==> config.mk <==
export PLATFORM = sky130hd
export DESIGN_NAME = csr_subsystem
export DESIGN_NICKNAME = d
export VERILOG_FILES = /design/src/hdl/csr_pkg.sv /design/src/hdl/csr_ic_m2_s1.sv /design/src/hdl/csr_regfile.sv /design/src/hdl/csr_subsystem.sv
export VERILOG_INCLUDE_DIRS = /design/src /design/src/hdl
export SDC_FILE = /design/constraint.sdc
export NUM_CORES = 1
export LEC_CHECK = 0
export ABC_CLOCK_PERIOD_IN_PS = 2900
export BUFFER_PORTS_ARGS = -buffer_cell sky130_fd_sc_hd__buf_2
export CAP_MARGIN = 20
export CORE_ASPECT_RATIO = 0.5
export CORE_MARGIN = 2
export CORE_UTILIZATION = 51
export CTS_CLUSTER_DIAMETER = 60
export DETAILED_ROUTE_END_ITERATION = 8
export HOLD_SLACK_MARGIN = 0.02
export PLACE_DENSITY = 0.84
export SLEW_MARGIN = 10
export SYNTH_ARGS = -nofsm -noshare
export SYNTH_HDL_FRONTEND = slang
export SYNTH_SLANG_ARGS = --single-unit
==> constraint.sdc <==
create_clock -name i_clk -period 2.9 [get_ports i_clk]
set_clock_uncertainty 0.1 [all_clocks]
set_input_delay 0.29 -clock i_clk [delete_from_list [all_inputs] [get_ports i_clk]]
set_output_delay 0.29 -clock i_clk [all_outputs]
set_load 0.02 [all_outputs]
==> src/hdl/csr_config.svh <==
// Fixed architecture widths and CSR constants, included by the RTL and the testbench
`ifndef CSR_CONFIG_SVH
`define CSR_CONFIG_SVH

// Data path width of an RV64 core
`define CSR_XLEN 64

// CSR address width taken from the instruction encoding
`define CSR_ADDR_W 12

// misa contents for RV64I
// MXL=2 in bits 63:62 selects 64-bit, bit 8 is the I base ISA
`define CSR_MISA_VALUE 64'h8000_0000_0000_0100

// Bit position of the low mepc bit that is always cleared
`define CSR_MEPC_ALIGN_BIT 0

`endif

==> src/hdl/csr_pkg.sv <==
// Shared CSR types and register addresses, imported by the RTL and the testbench model
`include "csr_config.svh"

package csr_pkg;

    // Access opcodes carried on req_op
    typedef enum logic [1:0] {
        CSR_OP_READ  = 2'd0,
        CSR_OP_WRITE = 2'd1,
        CSR_OP_SET   = 2'd2,
        CSR_OP_CLEAR = 2'd3
    } csr_op_e;

    // Interconnect grant state
    typedef enum logic {
        IC_IDLE = 1'b0,
        IC_BUSY = 1'b1
    } ic_state_e;

    // Machine-mode registers implemented by the CSR file
    // misa is read-only; the others are read/write with legalization on some fields
    localparam logic [`CSR_ADDR_W-1:0] CSR_ADDR_MISA     = 12'h301;
    localparam logic [`CSR_ADDR_W-1:0] CSR_ADDR_MTVEC    = 12'h305;
    localparam logic [`CSR_ADDR_W-1:0] CSR_ADDR_MSCRATCH = 12'h340;
    localparam logic [`CSR_ADDR_W-1:0] CSR_ADDR_MEPC     = 12'h341;
    localparam logic [`CSR_ADDR_W-1:0] CSR_ADDR_MCAUSE   = 12'h342;

endpackage

==> src/hdl/csr_ic_m2_s1.sv <==
// Two-master, one-slave CSR interconnect; grants one master until its response is taken
`include "csr_config.svh"

module csr_ic_m2_s1 import csr_pkg::*; (
    input  logic                   i_clk,
    input  logic                   i_nrst,
    // Master 0, pipeline CSR port
    input  logic                   i_m0_req_valid,
    output logic                   o_m0_req_ready,
    input  csr_op_e                i_m0_req_op,
    input  logic [`CSR_ADDR_W-1:0] i_m0_req_addr,
    input  logic [`CSR_XLEN-1:0]   i_m0_req_data,
    output logic                   o_m0_resp_valid,
    input  logic                   i_m0_resp_ready,
    output logic [`CSR_XLEN-1:0]   o_m0_resp_data,
    output logic                   o_m0_resp_exception,
    // Master 1, debug port
    input  logic                   i_m1_req_valid,
    output logic                   o_m1_req_ready,
    input  csr_op_e                i_m1_req_op,
    input  logic [`CSR_ADDR_W-1:0] i_m1_req_addr,
    input  logic [`CSR_XLEN-1:0]   i_m1_req_data,
    output logic                   o_m1_resp_valid,
    input  logic                   i_m1_resp_ready,
    output logic [`CSR_XLEN-1:0]   o_m1_resp_data,
    output logic                   o_m1_resp_exception,
    // Slave 0, CSR file
    output logic                   o_s0_req_valid,
    input  logic                   i_s0_req_ready,
    output csr_op_e                o_s0_req_op,
    output logic [`CSR_ADDR_W-1:0] o_s0_req_addr,
    output logic [`CSR_XLEN-1:0]   o_s0_req_data,
    input  logic                   i_s0_resp_valid,
    output logic                   o_s0_resp_ready,
    input  logic [`CSR_XLEN-1:0]   i_s0_resp_data,
    input  logic                   i_s0_resp_exception
);

    ic_state_e state_q;
    ic_state_e state_d;
    logic      midx_q;
    logic      midx_d;
    logic      sel;
    logic      grant_resp_done;

    // While idle, route the master that wins; master 0 has priority
    always_comb begin
        if (state_q == IC_IDLE) begin
            sel = ~i_m0_req_valid & i_m1_req_valid;
        end else begin
            sel = midx_q;
        end
    end

    assign grant_resp_done = i_s0_resp_valid & (midx_q ? i_m1_resp_ready : i_m0_resp_ready);

    always_comb begin
        state_d = state_q;
        midx_d  = midx_q;
        case (state_q)
            IC_IDLE: begin
                if (i_m0_req_valid | i_m1_req_valid) begin
                    state_d = IC_BUSY;
                    midx_d  = sel;
                end
            end
            IC_BUSY: begin
                // Release only after the granted master takes its response
                if (grant_resp_done) begin
                    state_d = IC_IDLE;
                end
            end
            default: state_d = IC_IDLE;
        endcase
    end

    always_ff @(posedge i_clk or negedge i_nrst) begin
        if (!i_nrst) begin
            state_q <= IC_IDLE;
            midx_q  <= 1'b0;
        end else begin
            state_q <= state_d;
            midx_q  <= midx_d;
        end
    end

    // Request path towards the slave
    assign o_s0_req_valid  = sel ? i_m1_req_valid  : i_m0_req_valid;
    assign o_s0_req_op     = sel ? i_m1_req_op     : i_m0_req_op;
    assign o_s0_req_addr   = sel ? i_m1_req_addr   : i_m0_req_addr;
    assign o_s0_req_data   = sel ? i_m1_req_data   : i_m0_req_data;
    assign o_s0_resp_ready = sel ? i_m1_resp_ready : i_m0_resp_ready;

    // Return path, the master without the bus sees zeros
    assign o_m0_req_ready      = ~sel & i_s0_req_ready;
    assign o_m0_resp_valid     = ~sel & i_s0_resp_valid;
    assign o_m0_resp_data      = sel ? '0 : i_s0_resp_data;
    assign o_m0_resp_exception = ~sel & i_s0_resp_exception;
    assign o_m1_req_ready      = sel & i_s0_req_ready;
    assign o_m1_resp_valid     = sel & i_s0_resp_valid;
    assign o_m1_resp_data      = sel ? i_s0_resp_data : '0;
    assign o_m1_resp_exception = sel & i_s0_resp_exception;

    // The CSR file must only answer a master that holds the grant
    a_m0_resp_granted: assert property (@(posedge i_clk) disable iff (!i_nrst)
        o_m0_resp_valid |-> (state_q == IC_BUSY) && !midx_q);
    a_m1_resp_granted: assert property (@(posedge i_clk) disable iff (!i_nrst)
        o_m1_resp_valid |-> (state_q == IC_BUSY) && midx_q);

endmodule

==> src/hdl/csr_regfile.sv <==
// Machine-mode CSR file; executes one access at a time and returns the old value
`include "csr_config.svh"

module csr_regfile import csr_pkg::*; (
    input  logic                   i_clk,
    input  logic                   i_nrst,
    // Request channel
    input  logic                   i_req_valid,
    output logic                   o_req_ready,
    input  csr_op_e                i_req_op,
    input  logic [`CSR_ADDR_W-1:0] i_req_addr,
    input  logic [`CSR_XLEN-1:0]   i_req_data,
    // Response channel
    output logic                   o_resp_valid,
    input  logic                   i_resp_ready,
    output logic [`CSR_XLEN-1:0]   o_resp_data,
    output logic                   o_resp_exception
);

    // Architectural registers
    logic [`CSR_XLEN-1:0] mtvec_q;
    logic [`CSR_XLEN-1:0] mscratch_q;
    logic [`CSR_XLEN-1:0] mepc_q;
    logic [`CSR_XLEN-1:0] mcause_q;

    // Response slot
    logic                 init_done_q;
    logic                 resp_valid_q;
    logic [`CSR_XLEN-1:0] resp_data_q;
    logic                 resp_exc_q;

    logic                 req_fire;
    logic                 resp_fire;
    logic                 addr_mapped;
    logic                 read_only;
    logic                 modify;
    logic                 exc;
    logic                 wr_en;
    logic [`CSR_XLEN-1:0] old_value;
    logic [`CSR_XLEN-1:0] new_value;
    logic [`CSR_XLEN-1:0] mtvec_legal;
    logic [`CSR_XLEN-1:0] mepc_legal;

    // Ready once out of reset and no response is pending
    assign o_req_ready = init_done_q & ~resp_valid_q;
    assign req_fire    = i_req_valid & o_req_ready;
    assign resp_fire   = resp_valid_q & i_resp_ready;

    // Address decode and old value read
    always_comb begin
        addr_mapped = 1'b1;
        read_only   = 1'b0;
        case (i_req_addr)
            CSR_ADDR_MISA: begin
                old_value = `CSR_MISA_VALUE;
                read_only = 1'b1;
            end
            CSR_ADDR_MTVEC:    old_value = mtvec_q;
            CSR_ADDR_MSCRATCH: old_value = mscratch_q;
            CSR_ADDR_MEPC:     old_value = mepc_q;
            CSR_ADDR_MCAUSE:   old_value = mcause_q;
            default: begin
                addr_mapped = 1'b0;
                old_value   = '0;
            end
        endcase
    end

    // Opcode execution
    always_comb begin
        case (i_req_op)
            CSR_OP_WRITE: new_value = i_req_data;
            CSR_OP_SET:   new_value = old_value | i_req_data;
            CSR_OP_CLEAR: new_value = old_value & ~i_req_data;
            default:      new_value = old_value;
        endcase
    end

    assign modify = (i_req_op != CSR_OP_READ);
    assign exc    = ~addr_mapped | (read_only & modify);
    assign wr_en  = req_fire & modify & ~exc;

    // mtvec MODE keeps direct (0) and vectored (1); reserved values become direct
    assign mtvec_legal = {new_value[`CSR_XLEN-1:2], new_value[1] ? 2'b00 : new_value[1:0]};

    // mepc is at least 2-byte aligned
    always_comb begin
        mepc_legal = new_value;
        mepc_legal[`CSR_MEPC_ALIGN_BIT] = 1'b0;
    end

    always_ff @(posedge i_clk or negedge i_nrst) begin
        if (!i_nrst) begin
            mtvec_q    <= '0;
            mscratch_q <= '0;
            mepc_q     <= '0;
            mcause_q   <= '0;
        end else if (wr_en) begin
            case (i_req_addr)
                CSR_ADDR_MTVEC:    mtvec_q    <= mtvec_legal;
                CSR_ADDR_MSCRATCH: mscratch_q <= new_value;
                CSR_ADDR_MEPC:     mepc_q     <= mepc_legal;
                CSR_ADDR_MCAUSE:   mcause_q   <= new_value;
                default: ;
            endcase
        end
    end

    // One access in flight; the response comes the cycle after acceptance
    always_ff @(posedge i_clk or negedge i_nrst) begin
        if (!i_nrst) begin
            init_done_q  <= 1'b0;
            resp_valid_q <= 1'b0;
        end else begin
            init_done_q <= 1'b1;
            if (req_fire) begin
                resp_valid_q <= 1'b1;
            end else if (resp_fire) begin
                resp_valid_q <= 1'b0;
            end
        end
    end

    // Faulting accesses return zero data
    always_ff @(posedge i_clk) begin
        if (req_fire) begin
            resp_data_q <= exc ? '0 : old_value;
            resp_exc_q  <= exc;
        end
    end

    assign o_resp_valid     = resp_valid_q;
    assign o_resp_data      = resp_data_q;
    assign o_resp_exception = resp_exc_q;

    // A stalled response holds its payload until the master takes it
    a_resp_stable: assert property (@(posedge i_clk) disable iff (!i_nrst)
        o_resp_valid && !i_resp_ready |=>
            o_resp_valid && $stable(o_resp_data) && $stable(o_resp_exception));

endmodule

==> src/hdl/csr_subsystem.sv <==
// CSR access path top level; pipeline and debug ports share the CSR file via the interconnect
`include "csr_config.svh"

module csr_subsystem import csr_pkg::*; (
    input  logic                   i_clk,
    input  logic                   i_nrst,
    // Master 0, pipeline CSR port
    input  logic                   i_m0_req_valid,
    output logic                   o_m0_req_ready,
    input  csr_op_e                i_m0_req_op,
    input  logic [`CSR_ADDR_W-1:0] i_m0_req_addr,
    input  logic [`CSR_XLEN-1:0]   i_m0_req_data,
    output logic                   o_m0_resp_valid,
    input  logic                   i_m0_resp_ready,
    output logic [`CSR_XLEN-1:0]   o_m0_resp_data,
    output logic                   o_m0_resp_exception,
    // Master 1, debug port
    input  logic                   i_m1_req_valid,
    output logic                   o_m1_req_ready,
    input  csr_op_e                i_m1_req_op,
    input  logic [`CSR_ADDR_W-1:0] i_m1_req_addr,
    input  logic [`CSR_XLEN-1:0]   i_m1_req_data,
    output logic                   o_m1_resp_valid,
    input  logic                   i_m1_resp_ready,
    output logic [`CSR_XLEN-1:0]   o_m1_resp_data,
    output logic                   o_m1_resp_exception
);

    // Slave link between interconnect and CSR file
    logic                   s0_req_valid;
    logic                   s0_req_ready;
    csr_op_e                s0_req_op;
    logic [`CSR_ADDR_W-1:0] s0_req_addr;
    logic [`CSR_XLEN-1:0]   s0_req_data;
    logic                   s0_resp_valid;
    logic                   s0_resp_ready;
    logic [`CSR_XLEN-1:0]   s0_resp_data;
    logic                   s0_resp_exception;

    csr_ic_m2_s1 u_csr_ic_m2_s1 (
        .i_clk               (i_clk),
        .i_nrst              (i_nrst),
        .i_m0_req_valid      (i_m0_req_valid),
        .o_m0_req_ready      (o_m0_req_ready),
        .i_m0_req_op         (i_m0_req_op),
        .i_m0_req_addr       (i_m0_req_addr),
        .i_m0_req_data       (i_m0_req_data),
        .o_m0_resp_valid     (o_m0_resp_valid),
        .i_m0_resp_ready     (i_m0_resp_ready),
        .o_m0_resp_data      (o_m0_resp_data),
        .o_m0_resp_exception (o_m0_resp_exception),
        .i_m1_req_valid      (i_m1_req_valid),
        .o_m1_req_ready      (o_m1_req_ready),
        .i_m1_req_op         (i_m1_req_op),
        .i_m1_req_addr       (i_m1_req_addr),
        .i_m1_req_data       (i_m1_req_data),
        .o_m1_resp_valid     (o_m1_resp_valid),
        .i_m1_resp_ready     (i_m1_resp_ready),
        .o_m1_resp_data      (o_m1_resp_data),
        .o_m1_resp_exception (o_m1_resp_exception),
        .o_s0_req_valid      (s0_req_valid),
        .i_s0_req_ready      (s0_req_ready),
        .o_s0_req_op         (s0_req_op),
        .o_s0_req_addr       (s0_req_addr),
        .o_s0_req_data       (s0_req_data),
        .i_s0_resp_valid     (s0_resp_valid),
        .o_s0_resp_ready     (s0_resp_ready),
        .i_s0_resp_data      (s0_resp_data),
        .i_s0_resp_exception (s0_resp_exception)
    );

    csr_regfile u_csr_regfile (
        .i_clk            (i_clk),
        .i_nrst           (i_nrst),
        .i_req_valid      (s0_req_valid),
        .o_req_ready      (s0_req_ready),
        .i_req_op         (s0_req_op),
        .i_req_addr       (s0_req_addr),
        .i_req_data       (s0_req_data),
        .o_resp_valid     (s0_resp_valid),
        .i_resp_ready     (s0_resp_ready),
        .o_resp_data      (s0_resp_data),
        .o_resp_exception (s0_resp_exception)
    );

endmodule

==> results of run 1 <==
## stage by stage
step | setup TNS [ns] | worst slack (ns)
after global routing | -39.74 | -0.460
final | -16.77 | -0.342
after CTS | 0 | 0.00174
after floorplan | 0 | 0.200
after global placement | -0.0994 | -0.0150
after detailed placement | -1.89 | -0.0882
## timing repair
item / 4_1_cts / 5_1_grt
hold buffers: 7 / 0
cloned: 1 / 9
hold endpoints to repair: 75 / 0
pin swaps: 1 / 15
resized for setup: 7 / 142
buffers inserted: 0 / 15
endpoints found under the setup margin: 93 / 283
## worst min-delay path by stage
stage                                               endpoint  slack (ns)  cells after the start
floorplan                  u_csr_ic_m2_s1.midx_q$_DFFE_PN0P_       -0.11                      0
global placement      u_csr_regfile.mcause_q[38]$_DFFE_PN0P_        0.20                      1
detailed placement  u_csr_regfile.mscratch_q[37]$_DFFE_PN0P_        0.20                      1
CTS                 u_csr_regfile.mscratch_q[18]$_DFFE_PN0P_        0.18                      5
global route        u_csr_regfile.mscratch_q[37]$_DFFE_PN0P_        0.25                      2
finish                u_csr_regfile.mcause_q[37]$_DFFE_PN0P_        0.16                      2
## sequential cells by signal, summed over array words and instances, names as in the netlist
| name | cells |
|---|---|
| u_csr_regfile.mscratch_q | 64 |
| u_csr_ic_m2_s1.state_q | 1 |
| u_csr_regfile.o_resp_data | 64 |
| u_csr_regfile.init_done_q | 1 |
| u_csr_regfile.o_resp_valid | 1 |
| u_csr_regfile.mcause_q | 64 |
| u_csr_regfile.mtvec_q | 63 |
| u_csr_regfile.o_resp_exception | 1 |
| u_csr_regfile.mepc_q | 63 |
| u_csr_ic_m2_s1.midx_q | 1 |
## metal layers
metal | vias to the layer above | global-route usage, % | wire [um]
li1 | 6529 | - | -
met5 | - | 0 | 13
met1 | 7797 | 36.1 | 22300
met3 | 453 | 4.28 | 7110
met2 | 1385 | 49.2 | 29300
met4 | 2 | 16.3 | 4990
## logic make-up (layout without fill, tap and decap cells)
kind of cell	Yosys count	after routing	synth area share, %
AOI/OAI and AO/OA	431	431	19.6
and+or+nand+nor	372	372	11.1
DFF	323	323	48.9
muxes	258	258	16.0
buffers and inverters	159	518	4.23
xor gates and xnor gates	5	5	0.255
other	1	5	0.0218
## power by group through the flow
stage                     sequential [mW]  clock [mW]  combinational [mW]
after CTS                            4.96        4.45                7.77
after global routing                 4.99        4.67                9.38
after global placement               5.03           0                7.39
after detailed placement             5.04           0                7.54
after floorplan                      5.00           0                4.80
final                                4.98        4.53                9.15
## cells in the final DEF, fill, tap and decap left out, drive strengths merged, types with 2 or more instances in the layout
cell type      n
dlygate4sd3    7
mux2         133
a22oi          2
o32ai         31
or4            2
o21ai        126
clkinv         7
inv           10
or2            5
nor3b          2
a21oi          5
mux2i        125
a32oi         60
a2111oi        2
a211oi         4
buf          439
a31oi         29
and3          71
nor3          26
or3            2
nand2b         2
nor4           5
xnor2          5
clkbuf        47
a41oi          3
o221ai         3
a21boi         2
edfxtp        65
nand2        136
nor2          32
dfrtp        258
and2          70
o211ai        33
clkinvlp       4
o22a          30
bufinv         4
nand3         12
diode          4
o22ai         69
a21o          26
## layout make-up
class,count,area [um2],share of cell area (%)
antenna,4,10.0,0.0450
clock buffer,38,918,4.12
clock inverter,18,204,0.916
inverter,7,30.0,0.135
multi-input combinational,1067,8650,38.9
sequential,323,8410,37.8
tap,441,552,2.48
timing repair buffer,455,3490,15.7
## critical path, delay by kind of cell (launching register included)
kind / cells / cell delay [ns]
simple gates: 2 / 0.79
buf+inv: 3 / 0.62
compound gates: 4 / 0.84
mux: 1 / 0.33
flops: 1 / 0.46
==> results.sh, run 1 <==
export IMPL_via_count=16200
export IMPL_setup_slack_ns=-0.342
export IMPL_cp_data_arrival_time_ns=3.63
export IMPL_dr_pass1_iters=7
export IMPL_rsz0062_at_grt="true"
export IMPL_post_synth_instance_area_um2=17200
export IMPL_clk_path_buf_depth=3
export IMPL_cts_sinks=323
export IMPL_holdWs_ns=0.161
export IMPL_synth_top_area_share_pct=37.5
export IMPL_io_buffers=295
export IMPL_p_leak_nw=10.2
export IMPL_path_clk_slew_ns=0.08
export IMPL_clk_latency_ns=0.59
export IMPL_die_x_um=264
export IMPL_gp_routability_congestion=0.887
export IMPL_startpoint_type="flip-flop"
export IMPL_r2r_cells=10
export IMPL_cts_tree="yes"
export IMPL_antenna_found_initial=6
export IMPL_switching_power_mw=7.86
export IMPL_clkPwrFrac_pct=24.3
export IMPL_start_util_pct=52.0
export IMPL_fin_nets=2046
export IMPL_grt_pass1_vias=15100
export IMPL_vias_per_cell=6.87
export IMPL_synth_edf_count=65
export IMPL_layout_drive_gt1_share_pct=36.2
export IMPL_rows=47
export IMPL_antenna_left=0
export IMPL_ys_seq_area_share_pct=48.9
export IMPL_hold_viol_final=0
export IMPL_switching_share_pct=42.1
export IMPL_grt_max_degree=81
export IMPL_period_share_pct=112
export IMPL_critPathRequiredTime_ns=3.29
export IMPL_filler_cell_count=2052
export IMPL_drc=0
export IMPL_crit_type="flip-flop to flip-flop"
export IMPL_r2r_start="u_csr_ic_m2_s1.midx_q$_DFFE_PN0P_"
export IMPL_overflow=0
export IMPL_clockRootBuffer="clkbuf_16"
export IMPL_grt_usage_pct=29.0
export IMPL_yosys_top_cells_count="258 x dfrtp_1, 136 x nand2_1, 125 x mux2i_1, 103 x o21ai_0, 86 x mux2_1"
export IMPL_yosysTopAreaCell="dfrtp_1"
export IMPL_p_int_mw=10.8
export IMPL_critPathMaxStageDelay_ns=0.48
export IMPL_relSlewSlack_pct=31.1
export IMPL_io_pins=296
export IMPL_die_y_um=134
export IMPL_synthArstFlopShare_pct=79.9
export IMPL_dp_cells=2261
export IMPL_p_seq_share_pct=26.7
export IMPL_synthesis_instances=1549
export IMPL_yosysWarnings=0
export IMPL_worstPathMaxFanout=9
export IMPL_outcome="complete, but fails checks"
export IMPL_routed_wirelength_um=63800
export IMPL_synth_nets=1711
export IMPL_synth_flop_cell="dfrtp_1"
export IMPL_yosys_top_cells_area="dfrtp_1 38%, edfxtp_1 11%, mux2i_1 7.3%"
export IMPL_period_minus_slack_ns=3.24
export IMPL_syn_avg_cell_area_um2=11.1
export IMPL_finalPower_mw=18.7
export IMPL_cts_buffers_inserted=30
export IMPL_fin_util_pct=67.2
export IMPL_grt_pass1_wl_um=81900
export IMPL_cp_endpoint="u_csr_regfile.mcause_q[49]$_DFFE_PN0P_"
export IMPL_cts_max_level=1
export IMPL_die_area_um2=35300
export IMPL_stdcell_area_um2=22300
export IMPL_power_density_nw_per_um2=838
export IMPL_irDropWorstVdd_uv=648
export IMPL_yosysUniqueCellTypes=65
export IMPL_p_comb_share_pct=49.0
export IMPL_report_final_slew_viol_count=0
export IMPL_yosysMostFrequentCell="dfrtp_1"
export IMPL_violations="negative setup slack"
export IMPL_drv_cap=0
export IMPL_cp_startpoint="u_csr_ic_m2_s1.midx_q$_DFFE_PN0P_"
export IMPL_min_path_type="input pin to async pin"
export IMPL_critPathCaptureType="flip-flop"
export IMPL_max_freq_mhz=308
export IMPL_ys_ff_latch=323
export IMPL_final_cells=2353
export IMPL_dp_hpwl_um=32400
export IMPL_finalSetupViolations=182
export IMPL_cp_cell_sequence="and2_2, nor4b_1, o211ai_1, buf_4, o22ai_4, clkbuf_16, clkbuf_16, o211ai_1, o32ai_2, mux2_1"
export IMPL_critPathSlowestCell="nor4b_1"
export IMPL_core_um2=33100
export IMPL_placedInstanceArea_um2=20000
export IMPL_syn_to_final_growth_pct=29.4
export IMPL_r2r_slack_ns=-0.34
export IMPL_drt_initial_drc_count=2405
export IMPL_wl_per_cell_um=27.1
export IMPL_reg2reg_to="u_csr_regfile.mcause_q[49]$_DFFE_PN0P_"
export IMPL_worst_pin_slew_ns=1.00
(Power assumes the default switching activity.)
==> run 2: changes to the inputs <==
--- a/config.mk
+++ b/config.mk
@@ -15,8 +15,8 @@
 export CTS_CLUSTER_DIAMETER = 60
 export DETAILED_ROUTE_END_ITERATION = 8
 export HOLD_SLACK_MARGIN = 0.02
+export MAX_ROUTING_LAYER = met4
 export PLACE_DENSITY = 0.84
-export SLEW_MARGIN = 10
 export SYNTH_ARGS = -nofsm -noshare
 export SYNTH_HDL_FRONTEND = slang
 export SYNTH_SLANG_ARGS = --single-unit
==> constraint.sdc (replaced) <==
create_clock -name i_clk -period 2.9 [get_ports i_clk]
set_clock_uncertainty 0.1 [all_clocks]
set_input_delay 0.145 -clock i_clk [delete_from_list [all_inputs] [get_ports i_clk]]
set_output_delay 0.145 -clock i_clk [all_outputs]
set_load 0.02 [all_outputs]
==> results.sh, run 2 (same netlist as run 1, synthesis figures left out) <==
export IMPL_violations="negative setup slack"
export IMPL_min_path_type="input pin to flip-flop"
export IMPL_grt_met1_usage_pct=36.9
export IMPL_fin_nets=2044
export IMPL_path_clk_slew_ns=0.07
export IMPL_gp_routability_congestion=0.889
export IMPL_grt_usage_pct=29.9
export IMPL_stdcell_area_um2=21800
export IMPL_io_buffers=295
export IMPL_die_y_um=134
export IMPL_crit_type="flip-flop to flip-flop"
export IMPL_grt_max_degree=94
export IMPL_irDropWorstVdd_uv=672
export IMPL_antenna_found_initial=2
export IMPL_io_pins=296
export IMPL_outcome="complete, but fails checks"
export IMPL_dr_pass1_iters=6
export IMPL_p_leak_nw=9.96
export IMPL_final_common_cell="buf_2"
export IMPL_grt_pass1_vias=15000
export IMPL_drc=0
export IMPL_die_x_um=264
export IMPL_cts_tree="yes"
export IMPL_clk_latency_ns=0.58
export IMPL_period_share_pct=109
export IMPL_placedInstanceArea_um2=20000
export IMPL_critPathCaptureType="flip-flop"
export IMPL_p_comb_share_pct=47.9
export IMPL_setup_slack_ns=-0.249
export IMPL_antenna_left=0
export IMPL_cts_max_level=1
export IMPL_drv_cap=0
export IMPL_critPathRequiredTime_ns=3.32
export IMPL_finalSetupViolations=139
export IMPL_clk_path_buf_depth=3
export IMPL_hold_viol_final=0
export IMPL_startpoint_type="flip-flop"
export IMPL_p_int_mw=10.1
export IMPL_max_freq_mhz=318
export IMPL_layout_drive_gt1_share_pct=35.4
export IMPL_cp_data_arrival_time_ns=3.57
export IMPL_overflow=0
export IMPL_final_cell_mix="294 x buf_2, 257 x dfrtp_1, 132 x nand2_1"
export IMPL_place_ws_ns=-0.0483
export IMPL_cts_buffers_inserted=29
export IMPL_p_seq_share_pct=28.5
export IMPL_tns_ns=-11.38
export IMPL_syn_to_final_growth_pct=26.7
export IMPL_holdWs_ns=0.0207
export IMPL_grt_pass1_wl_um=82000
export IMPL_die_area_um2=35300
export IMPL_worstPathMaxFanout=24
export IMPL_report_final_slew_viol_count=0
export IMPL_worst_pin_slew_ns=0.705
export IMPL_via_count=15500
export IMPL_start_util_pct=52.0
export IMPL_wl_per_cell_um=24.5
export IMPL_gr_usage_met3_pct=4.28
export IMPL_relSlewSlack_pct=53.0
export IMPL_switching_power_mw=7.27
export IMPL_power_density_nw_per_um2=799
export IMPL_rows=47
export IMPL_cts_sinks=323
export IMPL_vias_per_cell=6.59
export IMPL_core_um2=33100
export IMPL_rsz0062_at_grt="true"
export IMPL_dp_hpwl_um=33100
export IMPL_grt_busiest_layer="met2"
export IMPL_drt_initial_drc_count=1822
export IMPL_period_minus_slack_ns=3.15
export IMPL_use_met2_pct=48.7
export IMPL_routed_wirelength_um=57500
export IMPL_clockRootBuffer="clkbuf_16"
export IMPL_switching_share_pct=41.8
export IMPL_clkPwrFrac_pct=23.5
export IMPL_finalPower_mw=17.4
-- run 2: final cells by class --
cell class	count	area, um2
fill	2221	11300
multi-input combinational	1068	8560
sequential	323	8410
timing repair buffer	453	3230
clock buffer	43	922
tap	441	552
clock inverter	11	88.8
inverter	7	30.0
antenna	2	5.00
-- run 2: power groups by stage --
stage / Combinational [mW] / Sequential [mW] / Clock (mW)
6_report: 8.35 / 4.97 / 4.10
5_1_grt: 8.70 / 4.98 / 4.29
4_1_cts: 7.51 / 4.95 / 4.08
3_5_place_dp: 7.38 / 5.04 / 0
3_3_place_gp: 7.24 / 5.03 / 0
2_1_floorplan: 4.80 / 5.00 / 0
-- run 2: timing repair --
| action | in CTS | in global routing |
|---|---|---|
| pin swaps | 2 | 15 |
| endpoints found under the setup margin | 180 | 255 |
| resized for setup | 6 | 86 |
| endpoints found under the hold margin | 144 | 0 |
| buffers inserted | 3 | 8 |
| cloned | 0 | 4 |
| hold buffers | 7 | 0 |
-- run 2: stage by stage --
stage               utilization (%)  std cells
floorplan                         -       1549
global placement               60.5       2270
detailed placement             60.5       2270
CTS                            63.9       2334
global route                   65.8       2348
finish                         65.8       2348
-- run 2: metal layers --
layer	routed length, um	part of all wire (%)	up-vias
met3	5070	8.8	281
met1	21500	37	7625
met2	27600	48	1060
met4	3210	5.6	0
met5	0	0	-
li1	-	-	6519
-- run 2: path summary, 6_finish.rpt --
kind / startpoint / endpoint / slack, ns / cells past startpoint
max in group asynchronous: i_nrst / u_csr_regfile.mscratch_q[28]$_DFFE_PN0P_ / 1.75 / 3
max: u_csr_ic_m2_s1.state_q$_DFF_PN0_ / u_csr_regfile.mscratch_q[15]$_DFFE_PN0P_ / -0.25 / 9
min reg2reg: u_csr_regfile.mepc_q[24]$_DFFE_PN0P_ / u_csr_regfile.mepc_q[24]$_DFFE_PN0P_ / 0.39 / 2
min: i_m1_req_data[24] / u_csr_regfile.mscratch_q[24]$_DFFE_PN0P_ / 0.02 / 5
min in group asynchronous: i_nrst / u_csr_regfile.mepc_q[40]$_DFFE_PN0P_ / 0.07 / 2
max reg2reg: u_csr_ic_m2_s1.state_q$_DFF_PN0_ / u_csr_regfile.mscratch_q[15]$_DFFE_PN0P_ / -0.25 / 9
-- run 2: worst max-delay path, stage by stage (launching register included) --
cell and delay, ns:
dfrtp_2 0.48, and2_2 0.31, nor4_4 0.55, buf_4 0.22, a22oi_2 0.11, o22ai_4 0.28
buf_12 0.27, o211ai_1 0.26, o32ai_2 0.27, mux2_2 0.23
